File: src/verilog/pixel_pkg.sv
package pixel_pkg;

    typedef logic [15:0] rgb565_t;  // Input pixel, 5:6:5
    typedef logic [23:0] rgb888_t;  // Red in the top byte
    typedef logic [7:0]  channel_t; // One channel or the luma
    typedef logic [3:0]  thresh_t;  // Threshold nibble

    // Luma weights, sum is 256 so the shifted result stays in 8 bits
    localparam channel_t LUMA_R = 8'd77;
    localparam channel_t LUMA_G = 8'd150;
    localparam channel_t LUMA_B = 8'd29;

    localparam rgb888_t CROSSHAIR_COLOUR = 24'h00FF00;

    // Code 3 is not listed and shows the camera image
    typedef enum logic [1:0] {
        MODE_CAMERA = 2'd0,
        MODE_LUMA   = 2'd1,
        MODE_MASK   = 2'd2
    } display_mode_t;

endpackage

File: src/verilog/video_pkg.sv
package video_pkg;

    // Default frame geometry, 1280x720 at 60 Hz
    localparam int H_ACTIVE = 1280;
    localparam int H_FRONT  = 110;
    localparam int H_SYNC   = 40;
    localparam int H_BACK   = 220;

    localparam int V_ACTIVE = 720;
    localparam int V_FRONT  = 5;
    localparam int V_SYNC   = 5;
    localparam int V_BACK   = 20;

    typedef logic [10:0] hcount_t; // Pixel column
    typedef logic [9:0]  vcount_t; // Line number

    // Frame sum of coordinates or a pixel count
    typedef logic [31:0] coord_sum_t;

    // Cycles from a coordinate leaving the timing generator to its output pixel
    localparam int PIPE_DELAY = 3;

endpackage

File: src/verilog/center_of_mass.sv
`timescale 1ns/100ps

module center_of_mass (
    input  logic               clk_pixel,
    input  logic               recent_reset,
    input  video_pkg::hcount_t x_i,
    input  video_pkg::vcount_t y_i,
    input  logic               valid_i,
    input  logic               tabulate_i,
    output video_pkg::hcount_t com_x_o,
    output video_pkg::vcount_t com_y_o,
    output logic               com_valid_o
);
    import video_pkg::*;

    typedef enum logic {ACCUMULATE, DIVIDE} com_state_t;

    com_state_t state;
    coord_sum_t x_sum;
    coord_sum_t y_sum;
    coord_sum_t pix_count;
    coord_sum_t quot_x;
    coord_sum_t quot_y;
    logic div_start;
    logic done_x;
    logic done_y;
    logic both_done;

    always_ff @(posedge clk_pixel) begin
        if (recent_reset || tabulate_i) begin
            x_sum     <= '0;
            y_sum     <= '0;
            pix_count <= '0;
        end else if (valid_i) begin
            x_sum     <= x_sum + coord_sum_t'(x_i);
            y_sum     <= y_sum + coord_sum_t'(y_i);
            pix_count <= pix_count + 1'b1;
        end
    end

    // Empty frames keep the previous result
    assign div_start = tabulate_i && (pix_count != '0);

    divider div_x (
        .clk_pixel(clk_pixel), .recent_reset(recent_reset), .start_i(div_start),
        .dividend_i(x_sum), .divisor_i(pix_count), .quotient_o(quot_x), .done_o(done_x));

    divider div_y (
        .clk_pixel(clk_pixel), .recent_reset(recent_reset), .start_i(div_start),
        .dividend_i(y_sum), .divisor_i(pix_count), .quotient_o(quot_y), .done_o(done_y));

    assign both_done = done_x && done_y; // Both dividers run the same number of steps

    always_ff @(posedge clk_pixel) begin
        if (recent_reset) begin
            state       <= ACCUMULATE;
            com_x_o     <= '0;
            com_y_o     <= '0;
            com_valid_o <= 1'b0;
        end else begin
            com_valid_o <= 1'b0;
            case (state)
                ACCUMULATE: begin
                    if (div_start) state <= DIVIDE;
                end
                default: begin
                    if (both_done) begin
                        com_x_o     <= hcount_t'(quot_x);
                        com_y_o     <= vcount_t'(quot_y);
                        com_valid_o <= 1'b1;
                        state       <= ACCUMULATE;
                    end
                end
            endcase
        end
    end

endmodule

File: src/verilog/divider.sv
`timescale 1ns/100ps

module divider (
    input  logic                  clk_pixel,
    input  logic                  recent_reset,
    input  logic                  start_i,
    input  video_pkg::coord_sum_t dividend_i,
    input  video_pkg::coord_sum_t divisor_i,
    output video_pkg::coord_sum_t quotient_o,
    output logic                  done_o
);
    import video_pkg::*;

    localparam int BITS  = $bits(coord_sum_t);
    localparam int CNT_W = $clog2(BITS);

    typedef enum logic [1:0] {IDLE, RUN, DONE} div_state_t;

    div_state_t state;
    coord_sum_t divisor_q;
    coord_sum_t remainder_q;
    coord_sum_t quotient_q; // Holds the dividend, shifted out as quotient bits come in
    logic [CNT_W-1:0] bit_cnt;
    logic [BITS:0] trial;   // Top bit set means the subtraction went negative

    assign trial      = {remainder_q, quotient_q[BITS-1]} - {1'b0, divisor_q};
    assign quotient_o = quotient_q;
    assign done_o     = (state == DONE);

    always_ff @(posedge clk_pixel) begin
        if (recent_reset) begin
            state <= IDLE;
        end else begin
            case (state)
                IDLE: if (start_i) state <= RUN;
                RUN:  if (bit_cnt == '0) state <= DONE;
                default: state <= IDLE; // DONE lasts one cycle
            endcase
        end
    end

    always_ff @(posedge clk_pixel) begin
        if (state == IDLE && start_i) begin
            divisor_q   <= divisor_i;
            quotient_q  <= dividend_i;
            remainder_q <= '0;
            bit_cnt     <= CNT_W'(BITS - 1);
        end else if (state == RUN) begin
            bit_cnt <= bit_cnt - 1'b1;
            if (!trial[BITS]) begin
                remainder_q <= trial[BITS-1:0];
                quotient_q  <= {quotient_q[BITS-2:0], 1'b1};
            end else begin
                remainder_q <= {remainder_q[BITS-2:0], quotient_q[BITS-1]}; // Restore
                quotient_q  <= {quotient_q[BITS-2:0], 1'b0};
            end
        end
    end

endmodule

File: src/verilog/pixel_mask.sv
`timescale 1ns/100ps

module pixel_mask (
    input  logic                clk_pixel,
    input  logic                recent_reset,
    input  pixel_pkg::rgb565_t  pixel_i,
    input  pixel_pkg::thresh_t  thresh_lo_i,
    input  pixel_pkg::thresh_t  thresh_hi_i,
    output pixel_pkg::rgb888_t  colour_o,
    output pixel_pkg::channel_t luma_o,
    output logic                mask_o
);
    import pixel_pkg::*;

    channel_t red_exp;
    channel_t green_exp;
    channel_t blue_exp;
    logic [15:0] luma_sum; // Max is 256 * 255

    rgb888_t  colour_s1;
    channel_t luma_s1;
    channel_t lower_bound;
    channel_t upper_bound;

    // Zero-filled expansion to 8 bits per channel
    assign red_exp   = {pixel_i[15:11], 3'b000};
    assign green_exp = {pixel_i[10:5], 2'b00};
    assign blue_exp  = {pixel_i[4:0], 3'b000};

    assign luma_sum = LUMA_R * red_exp + LUMA_G * green_exp + LUMA_B * blue_exp;

    // Stage 1
    always_ff @(posedge clk_pixel) begin
        colour_s1 <= {red_exp, green_exp, blue_exp};
        luma_s1   <= luma_sum[15:8];
    end

    assign lower_bound = {thresh_lo_i, 4'b0000};
    assign upper_bound = {thresh_hi_i, 4'b1111};

    // Stage 2, mask plus colour and luma kept in step with it
    always_ff @(posedge clk_pixel) begin
        if (recent_reset) begin
            mask_o <= 1'b0;
        end else begin
            mask_o <= (luma_s1 > lower_bound) && (luma_s1 <= upper_bound);
        end
    end

    always_ff @(posedge clk_pixel) begin
        colour_o <= colour_s1;
        luma_o   <= luma_s1;
    end

endmodule

File: src/verilog/tracker_top.sv
`timescale 1ns/100ps

module tracker_top #(
    parameter int H_ACTIVE = video_pkg::H_ACTIVE,
    parameter int H_FRONT  = video_pkg::H_FRONT,
    parameter int H_SYNC   = video_pkg::H_SYNC,
    parameter int H_BACK   = video_pkg::H_BACK,
    parameter int V_ACTIVE = video_pkg::V_ACTIVE,
    parameter int V_FRONT  = video_pkg::V_FRONT,
    parameter int V_SYNC   = video_pkg::V_SYNC,
    parameter int V_BACK   = video_pkg::V_BACK
) (
    input  logic                     clk_pixel,
    input  logic                     recent_reset,
    input  pixel_pkg::rgb565_t       pixel_i,
    input  pixel_pkg::thresh_t       thresh_lo_i,
    input  pixel_pkg::thresh_t       thresh_hi_i,
    input  pixel_pkg::display_mode_t mode_i,
    input  logic                     crosshair_en_i,
    output video_pkg::hcount_t       hcount_o,
    output video_pkg::vcount_t       vcount_o,
    output logic                     active_o,
    output pixel_pkg::rgb888_t       rgb_o,
    output logic                     de_o,
    output logic                     hsync_o,
    output logic                     vsync_o,
    output video_pkg::hcount_t       com_x_o,
    output video_pkg::vcount_t       com_y_o,
    output logic                     com_valid_o
);
    import video_pkg::*;
    import pixel_pkg::*;

    localparam int STAGES = PIPE_DELAY - 1; // Stages before the output register

    logic hsync;
    logic vsync;
    logic new_frame;
    rgb888_t  colour;
    channel_t luma;
    logic mask;

    hcount_t x_pipe [STAGES];
    vcount_t y_pipe [STAGES];
    logic [STAGES-1:0] active_pipe;
    logic [STAGES-1:0] hsync_pipe;
    logic [STAGES-1:0] vsync_pipe;

    video_timing #(
        .H_ACTIVE(H_ACTIVE), .H_FRONT(H_FRONT), .H_SYNC(H_SYNC), .H_BACK(H_BACK),
        .V_ACTIVE(V_ACTIVE), .V_FRONT(V_FRONT), .V_SYNC(V_SYNC), .V_BACK(V_BACK)
    ) timing (
        .clk_pixel(clk_pixel), .recent_reset(recent_reset),
        .hcount_o(hcount_o), .vcount_o(vcount_o), .active_o(active_o),
        .hsync_o(hsync), .vsync_o(vsync), .new_frame_o(new_frame));

    pixel_mask mask_stage (
        .clk_pixel(clk_pixel), .recent_reset(recent_reset), .pixel_i(pixel_i),
        .thresh_lo_i(thresh_lo_i), .thresh_hi_i(thresh_hi_i),
        .colour_o(colour), .luma_o(luma), .mask_o(mask));

    // Coordinates follow the pixel through both mask stages
    always_ff @(posedge clk_pixel) begin
        x_pipe[0] <= hcount_o;
        y_pipe[0] <= vcount_o;
        for (int i = 1; i < STAGES; i++) begin
            x_pipe[i] <= x_pipe[i-1];
            y_pipe[i] <= y_pipe[i-1];
        end
    end

    always_ff @(posedge clk_pixel) begin
        if (recent_reset) begin
            active_pipe <= '0;
            hsync_pipe  <= '0;
            vsync_pipe  <= '0;
        end else begin
            active_pipe <= {active_pipe[STAGES-2:0], active_o};
            hsync_pipe  <= {hsync_pipe[STAGES-2:0], hsync};
            vsync_pipe  <= {vsync_pipe[STAGES-2:0], vsync};
        end
    end

    center_of_mass com (
        .clk_pixel(clk_pixel), .recent_reset(recent_reset),
        .x_i(x_pipe[STAGES-1]), .y_i(y_pipe[STAGES-1]),
        .valid_i(mask && active_pipe[STAGES-1]), .tabulate_i(new_frame),
        .com_x_o(com_x_o), .com_y_o(com_y_o), .com_valid_o(com_valid_o));

    video_mux mux (
        .clk_pixel(clk_pixel), .recent_reset(recent_reset),
        .mode_i(mode_i), .crosshair_en_i(crosshair_en_i),
        .active_i(active_pipe[STAGES-1]), .hsync_i(hsync_pipe[STAGES-1]),
        .vsync_i(vsync_pipe[STAGES-1]), .mask_i(mask),
        .colour_i(colour), .luma_i(luma),
        .x_i(x_pipe[STAGES-1]), .y_i(y_pipe[STAGES-1]),
        .com_x_i(com_x_o), .com_y_i(com_y_o),
        .rgb_o(rgb_o), .de_o(de_o), .hsync_o(hsync_o), .vsync_o(vsync_o));

endmodule

File: src/verilog/video_mux.sv
`timescale 1ns/100ps

module video_mux (
    input  logic                     clk_pixel,
    input  logic                     recent_reset,
    input  pixel_pkg::display_mode_t mode_i,
    input  logic                     crosshair_en_i,
    input  logic                     active_i,
    input  logic                     hsync_i,
    input  logic                     vsync_i,
    input  logic                     mask_i,
    input  pixel_pkg::rgb888_t       colour_i,
    input  pixel_pkg::channel_t      luma_i,
    input  video_pkg::hcount_t       x_i,
    input  video_pkg::vcount_t       y_i,
    input  video_pkg::hcount_t       com_x_i,
    input  video_pkg::vcount_t       com_y_i,
    output pixel_pkg::rgb888_t       rgb_o,
    output logic                     de_o,
    output logic                     hsync_o,
    output logic                     vsync_o
);
    import pixel_pkg::*;

    rgb888_t base_pixel;
    rgb888_t out_pixel;

    always_comb begin
        case (mode_i)
            MODE_LUMA: base_pixel = {luma_i, luma_i, luma_i}; // Grey
            MODE_MASK: base_pixel = mask_i ? 24'hFFFFFF : 24'h000000;
            default:   base_pixel = colour_i;
        endcase
        out_pixel = base_pixel;
        if (crosshair_en_i && ((x_i == com_x_i) || (y_i == com_y_i)))
            out_pixel = CROSSHAIR_COLOUR;
    end

    always_ff @(posedge clk_pixel) begin
        rgb_o <= active_i ? out_pixel : '0; // Black in blanking
    end

    always_ff @(posedge clk_pixel) begin
        if (recent_reset) begin
            de_o    <= 1'b0;
            hsync_o <= 1'b0;
            vsync_o <= 1'b0;
        end else begin
            de_o    <= active_i;
            hsync_o <= hsync_i;
            vsync_o <= vsync_i;
        end
    end

endmodule

File: src/verilog/video_timing.sv
`timescale 1ns/100ps

module video_timing #(
    parameter int H_ACTIVE = video_pkg::H_ACTIVE,
    parameter int H_FRONT  = video_pkg::H_FRONT,
    parameter int H_SYNC   = video_pkg::H_SYNC,
    parameter int H_BACK   = video_pkg::H_BACK,
    parameter int V_ACTIVE = video_pkg::V_ACTIVE,
    parameter int V_FRONT  = video_pkg::V_FRONT,
    parameter int V_SYNC   = video_pkg::V_SYNC,
    parameter int V_BACK   = video_pkg::V_BACK
) (
    input  logic              clk_pixel,
    input  logic              recent_reset,
    output video_pkg::hcount_t hcount_o,
    output video_pkg::vcount_t vcount_o,
    output logic              active_o,
    output logic              hsync_o,
    output logic              vsync_o,
    output logic              new_frame_o
);
    import video_pkg::*;

    localparam int H_TOTAL = H_ACTIVE + H_FRONT + H_SYNC + H_BACK;
    localparam int V_TOTAL = V_ACTIVE + V_FRONT + V_SYNC + V_BACK;

    localparam hcount_t H_LAST       = hcount_t'(H_TOTAL - 1);
    localparam vcount_t V_LAST       = vcount_t'(V_TOTAL - 1);
    localparam hcount_t H_SYNC_START = hcount_t'(H_ACTIVE + H_FRONT);
    localparam hcount_t H_SYNC_END   = hcount_t'(H_ACTIVE + H_FRONT + H_SYNC);
    localparam vcount_t V_SYNC_START = vcount_t'(V_ACTIVE + V_FRONT);
    localparam vcount_t V_SYNC_END   = vcount_t'(V_ACTIVE + V_FRONT + V_SYNC);

    always_ff @(posedge clk_pixel) begin
        if (recent_reset) begin
            hcount_o <= '0;
            vcount_o <= '0;
        end else if (hcount_o == H_LAST) begin
            hcount_o <= '0;
            vcount_o <= (vcount_o == V_LAST) ? '0 : vcount_o + 1'b1; // Wrap at end of frame
        end else begin
            hcount_o <= hcount_o + 1'b1;
        end
    end

    assign active_o = (hcount_o < hcount_t'(H_ACTIVE)) && (vcount_o < vcount_t'(V_ACTIVE));
    assign hsync_o  = (hcount_o >= H_SYNC_START) && (hcount_o < H_SYNC_END);
    assign vsync_o  = (vcount_o >= V_SYNC_START) && (vcount_o < V_SYNC_END);

    // First pixel of the first blanking line
    assign new_frame_o = (hcount_o == '0) && (vcount_o == vcount_t'(V_ACTIVE));

endmodule
File: config.mk
export PLATFORM = sky130hd
export DESIGN_NAME = tracker_top
export DESIGN_NICKNAME = d
export VERILOG_FILES = /design/src/verilog/pixel_pkg.sv /design/src/verilog/video_pkg.sv /design/src/verilog/center_of_mass.sv /design/src/verilog/divider.sv /design/src/verilog/pixel_mask.sv /design/src/verilog/tracker_top.sv /design/src/verilog/video_mux.sv /design/src/verilog/video_timing.sv
export SDC_FILE = /design/constraint.sdc
export NUM_CORES = 1
export LEC_CHECK = 0
export BUFFER_PORTS_ARGS = -buffer_cell sky130_fd_sc_hd__buf_4
export CAP_MARGIN = 20
export CELL_PAD_IN_SITES_DETAIL_PLACEMENT = 0
export CELL_PAD_IN_SITES_GLOBAL_PLACEMENT = 1
export CORE_ASPECT_RATIO = 0.9
export CORE_MARGIN = 5
export CORE_UTILIZATION = 35
export DETAILED_ROUTE_END_ITERATION = 6
export PLACE_DENSITY = 0.71
export SYNTH_ARGS = -nofsm -noshare
export SYNTH_HDL_FRONTEND = slang
export SYNTH_HIERARCHICAL = 1
export SYNTH_SLANG_ARGS = --single-unit
File: constraint.sdc
create_clock -name clk_pixel -period 11.9 [get_ports clk_pixel]
set_clock_uncertainty 0.15 [all_clocks]
set_input_delay 0.595 -clock clk_pixel [delete_from_list [all_inputs] [get_ports clk_pixel]]
set_output_delay 0.595 -clock clk_pixel [all_outputs]
set_load 0.02 [all_outputs]
==> impl_results.md <==
* Outcome: finished clean
* Layout cells sized above 1 at 9.60%
* Post-synth top cells: nand2_1, dfxtp_1, ha_1
* WL/cell at 16.0 um
* Hold depth at 0
* Async set or reset register ratio after synthesis at 0%
* Die W at around 290 um
* Setup Viol. Count Final at 0
* Syn Std Cell Area at 24900 um^2
* CP Max Fanout at 5
* Synth area leaders: dfxtp_1, edfxtp_1, ha_1
* Most frequent cell after synthesis: nand2_1
* Synthesized instance count at 2704
* DR pass1 iterations at 5
* Worst EP required at about 12000 ps
* Top-level I/O count at 100
* Hold Path Sink: mask_stage/colour_o[4]
* Worst vdd ir at 0.118 mV
* Flop2flop setup slack at between 7000 and 8000 ps
* Port Buffer Count at between 90 and 100
* Vias per cell at ~5.1
* Slew @ Worst Pin at roughly 1100 ps
* Die area at 76500 um^2
* Final #Nets at between 3000 and 4000
* First-pass GRT wire length at 98.2 mm
* DR vias at between 15000 and 20000
* Dpl hpwl at 42.3 mm
* # diodes at 0
* Pin count of the biggest net entering global routing at 67
* Hold Slack at 169 ps
* Yosys top cell area share at between 20 and 30%
* # H-tree levels at 2
* Syn-to-layout area delta at 14.4%
* Std cell rows at just over 90
* Initial DRC Count at 859
* CP Launch Type: input pin
* Max-slew violation count at 0
* CTS Buf Count at 50
* Multi-input gate area at 13000 um^2
* Tmin final at roughly 5400 ps
* R2r startpoint: com/div_y/quotient_o[31]
* Worst-Skew Late Latency at 620 ps
* Clk root buf: clkbuf_16
* Number of library cell types mapped by synthesis at 97
* Die Span Y at 263 um
* FF+latch count, synth at 470
* Setup CP Type: input pin to register
* Final ANT Viol Nets at 0
* Worst min-delay path class: register to register
* Fin. Hold Viols at 0
* Cts hold-fix bufs at 16
* # Post-CTS Setup Buffers at 0
* Vias in the first global route at 19100
* FF/Latch Area at 10700 um^2
* Leak at between 10 and 15 nW
* Ys flop type: dfxtp_1
* Synth warn at 6
* Unrepaired setup endpoints after global routing: no
* Final period util at 45.1%
* Worst min-delay path startpoint: mask_stage/colour_s1[4]
* Synth area leader: dfxtp_1
* Critical Path Sink Type: register
* Sink Count at 470
* Avg Synthesized Cell Area at 9.20 um^2
* Initial antenna violation count at 0
* Max frequency at roughly 190 MHz
* Pwr per Cell Area at 141 nW/um^2
* Final wirelength at around 60 mm
* Post-synth EDFFs at ~130
* DRC violations left at 0
* Core Footprint at about 70000 um^2
* Sequential area share after synthesis at 43.0%
* Setup TNS at 0 ps
* Starting Density at 35.4%
* Post-CTS resize count at 0
* Slew headroom at 25.7%
* CTS clk-pin slew, worst paths at 70 ps
* GP Congestion at around 0.84
* Layout fillers at between 7000 and 8000
* Global route overflow at 0
* Reg-to-Reg End: com/div_y/quotient_o[0]
* Max Root-Sink Buffers at 3
* CTS tree: yes
* Worst reg2reg path depth at 12
* Max cap viols at 0
* GRT Util Overall at 15.2%
* Crit path arrival time at ~5800 ps
-- final cells by class --
| class | instances | area share (%) |
|---|---|---|
| multi-input cells | 1945 | 45.8 |
| clock inverters | 23 | 1.11 |
| inverters | 176 | 2.32 |
| clock buffers | 69 | 5.01 |
| repair buffers | 140 | 3.99 |
| flip-flops and latches | 470 | 37.6 |
| well taps | 940 | 4.14 |
-- worst max-delay path by stage --
| stage | startpoint | endpoint | slack [ps] |
|---|---|---|---|
| detailed placement | pixel_i[8] | mask_stage/luma_s1[7] | 6480 |
| floorplan | pixel_i[8] | mask_stage/luma_s1[7] | 6920 |
| CTS | pixel_i[8] | mask_stage/luma_s1[7] | 6590 |
| global route | pixel_i[8] | mask_stage/luma_s1[7] | 6280 |
| finish | pixel_i[8] | mask_stage/luma_s1[7] | 6540 |
| global placement | pixel_i[8] | mask_stage/luma_s1[7] | 6590 |
-- cells by family after synthesis --
family | after synthesis | synth area share, %
other cells | 1 | 0.0151
simple gates | 978 | 18.4
compound gates | 538 | 14.8
buf+inv | 296 | 4.84
mux | 25 | 1.04
fa+ha+maj | 210 | 11.3
flops | 470 | 43.0
xor+xnor | 186 | 6.58
-- critical path: stages --
cell and delay (ps):
dlygate4sd3_1 540, buf_4 160, ha_1 290, ha_1 300, fa_1 580, inv_1 70, fa_1 450, nor2b_1 110
o21ai_0 100, a21oi_1 190, o21ai_0 130, nor2b_1 160, xor2_1 170, fa_1 540, inv_1 40, ha_1 350
a21o_1 230, a21o_2 240, a2111oi_4 360, xor2_1 160
-- sequential cells by signal, summed over array words and instances, names as in the netlist, 11 cells and up --
register               count
com/div_x/divisor_q       32
com/div_x/remainder_q     32
com/div_y/quotient_o      32
mux/rgb_o                 24
timing/hcount_o           11
com/div_y/divisor_q       32
mask_stage/colour_o       16
com/x_sum                 32
com/div_x/quotient_o      32
x_pipe                    22
com/y_sum                 32
com/pix_count             32
y_pipe                    20
mask_stage/colour_s1      16
com/com_x_o               11
com/div_y/remainder_q     32
-- layer usage --
layer / vias up / global-route usage (%) / share of wire [%]
met4: 0 / 4.27 / 2.5
met2: 343 / 25.5 / 46
met1: 9219 / 20.3 / 48
li1: 9640 / - / -
met5: - / 0 / 0
met3: 88 / 2.37 / 3.8
-- cell usage in the layout, fill, tap and decap left out, types with 21 or more instances in the layout --
master     synthesis  final
edfxtp_1         128    128
nand2_1          437    437
mux2i_1           21     21
clkbuf_16          0     52
a21o_1            38     38
nor3_1            49     49
a21oi_1          136    135
buf_4             13    121
nor2b_1           29     27
o211ai_1          51     51
o21ai_0           94     94
ha_1             185    185
fa_1              25     25
nand2b_1          21     21
nand4_1           33     33
a211oi_1          32     32
nor4_1            21     21
dfxtp_1          342    342
xor2_1            44     44
nor2_1           171    168
nand3_1          100    100
inv_1            174    174
xnor2_1          141    141
a22o_1            22     22
-- per-stage QoR --
step	cell area [um^2]	util, %	setup slack (ps)	cells	power, mW
finish	28400	40.5	6540	3763	4.02
floorplan	24900	-	6920	2711	2.25
CTS	28400	40.4	6590	3759	4.08
global placement	26500	37.7	6590	3650	2.39
global route	28400	40.5	6280	3763	4.23
detailed placement	26500	37.7	6480	3651	2.41
-- power by group --
group / internal [mW] / leakage, nW / switching, mW
logic: 0.289 / 6.95 / 0.373
clock network: 0.941 / 0.850 / 0.689
registers: 1.69 / 3.95 / 0.0321
total: 2.92 / 11.8 / 1.09
No activity file was read; power rests on OpenSTA's default activity.
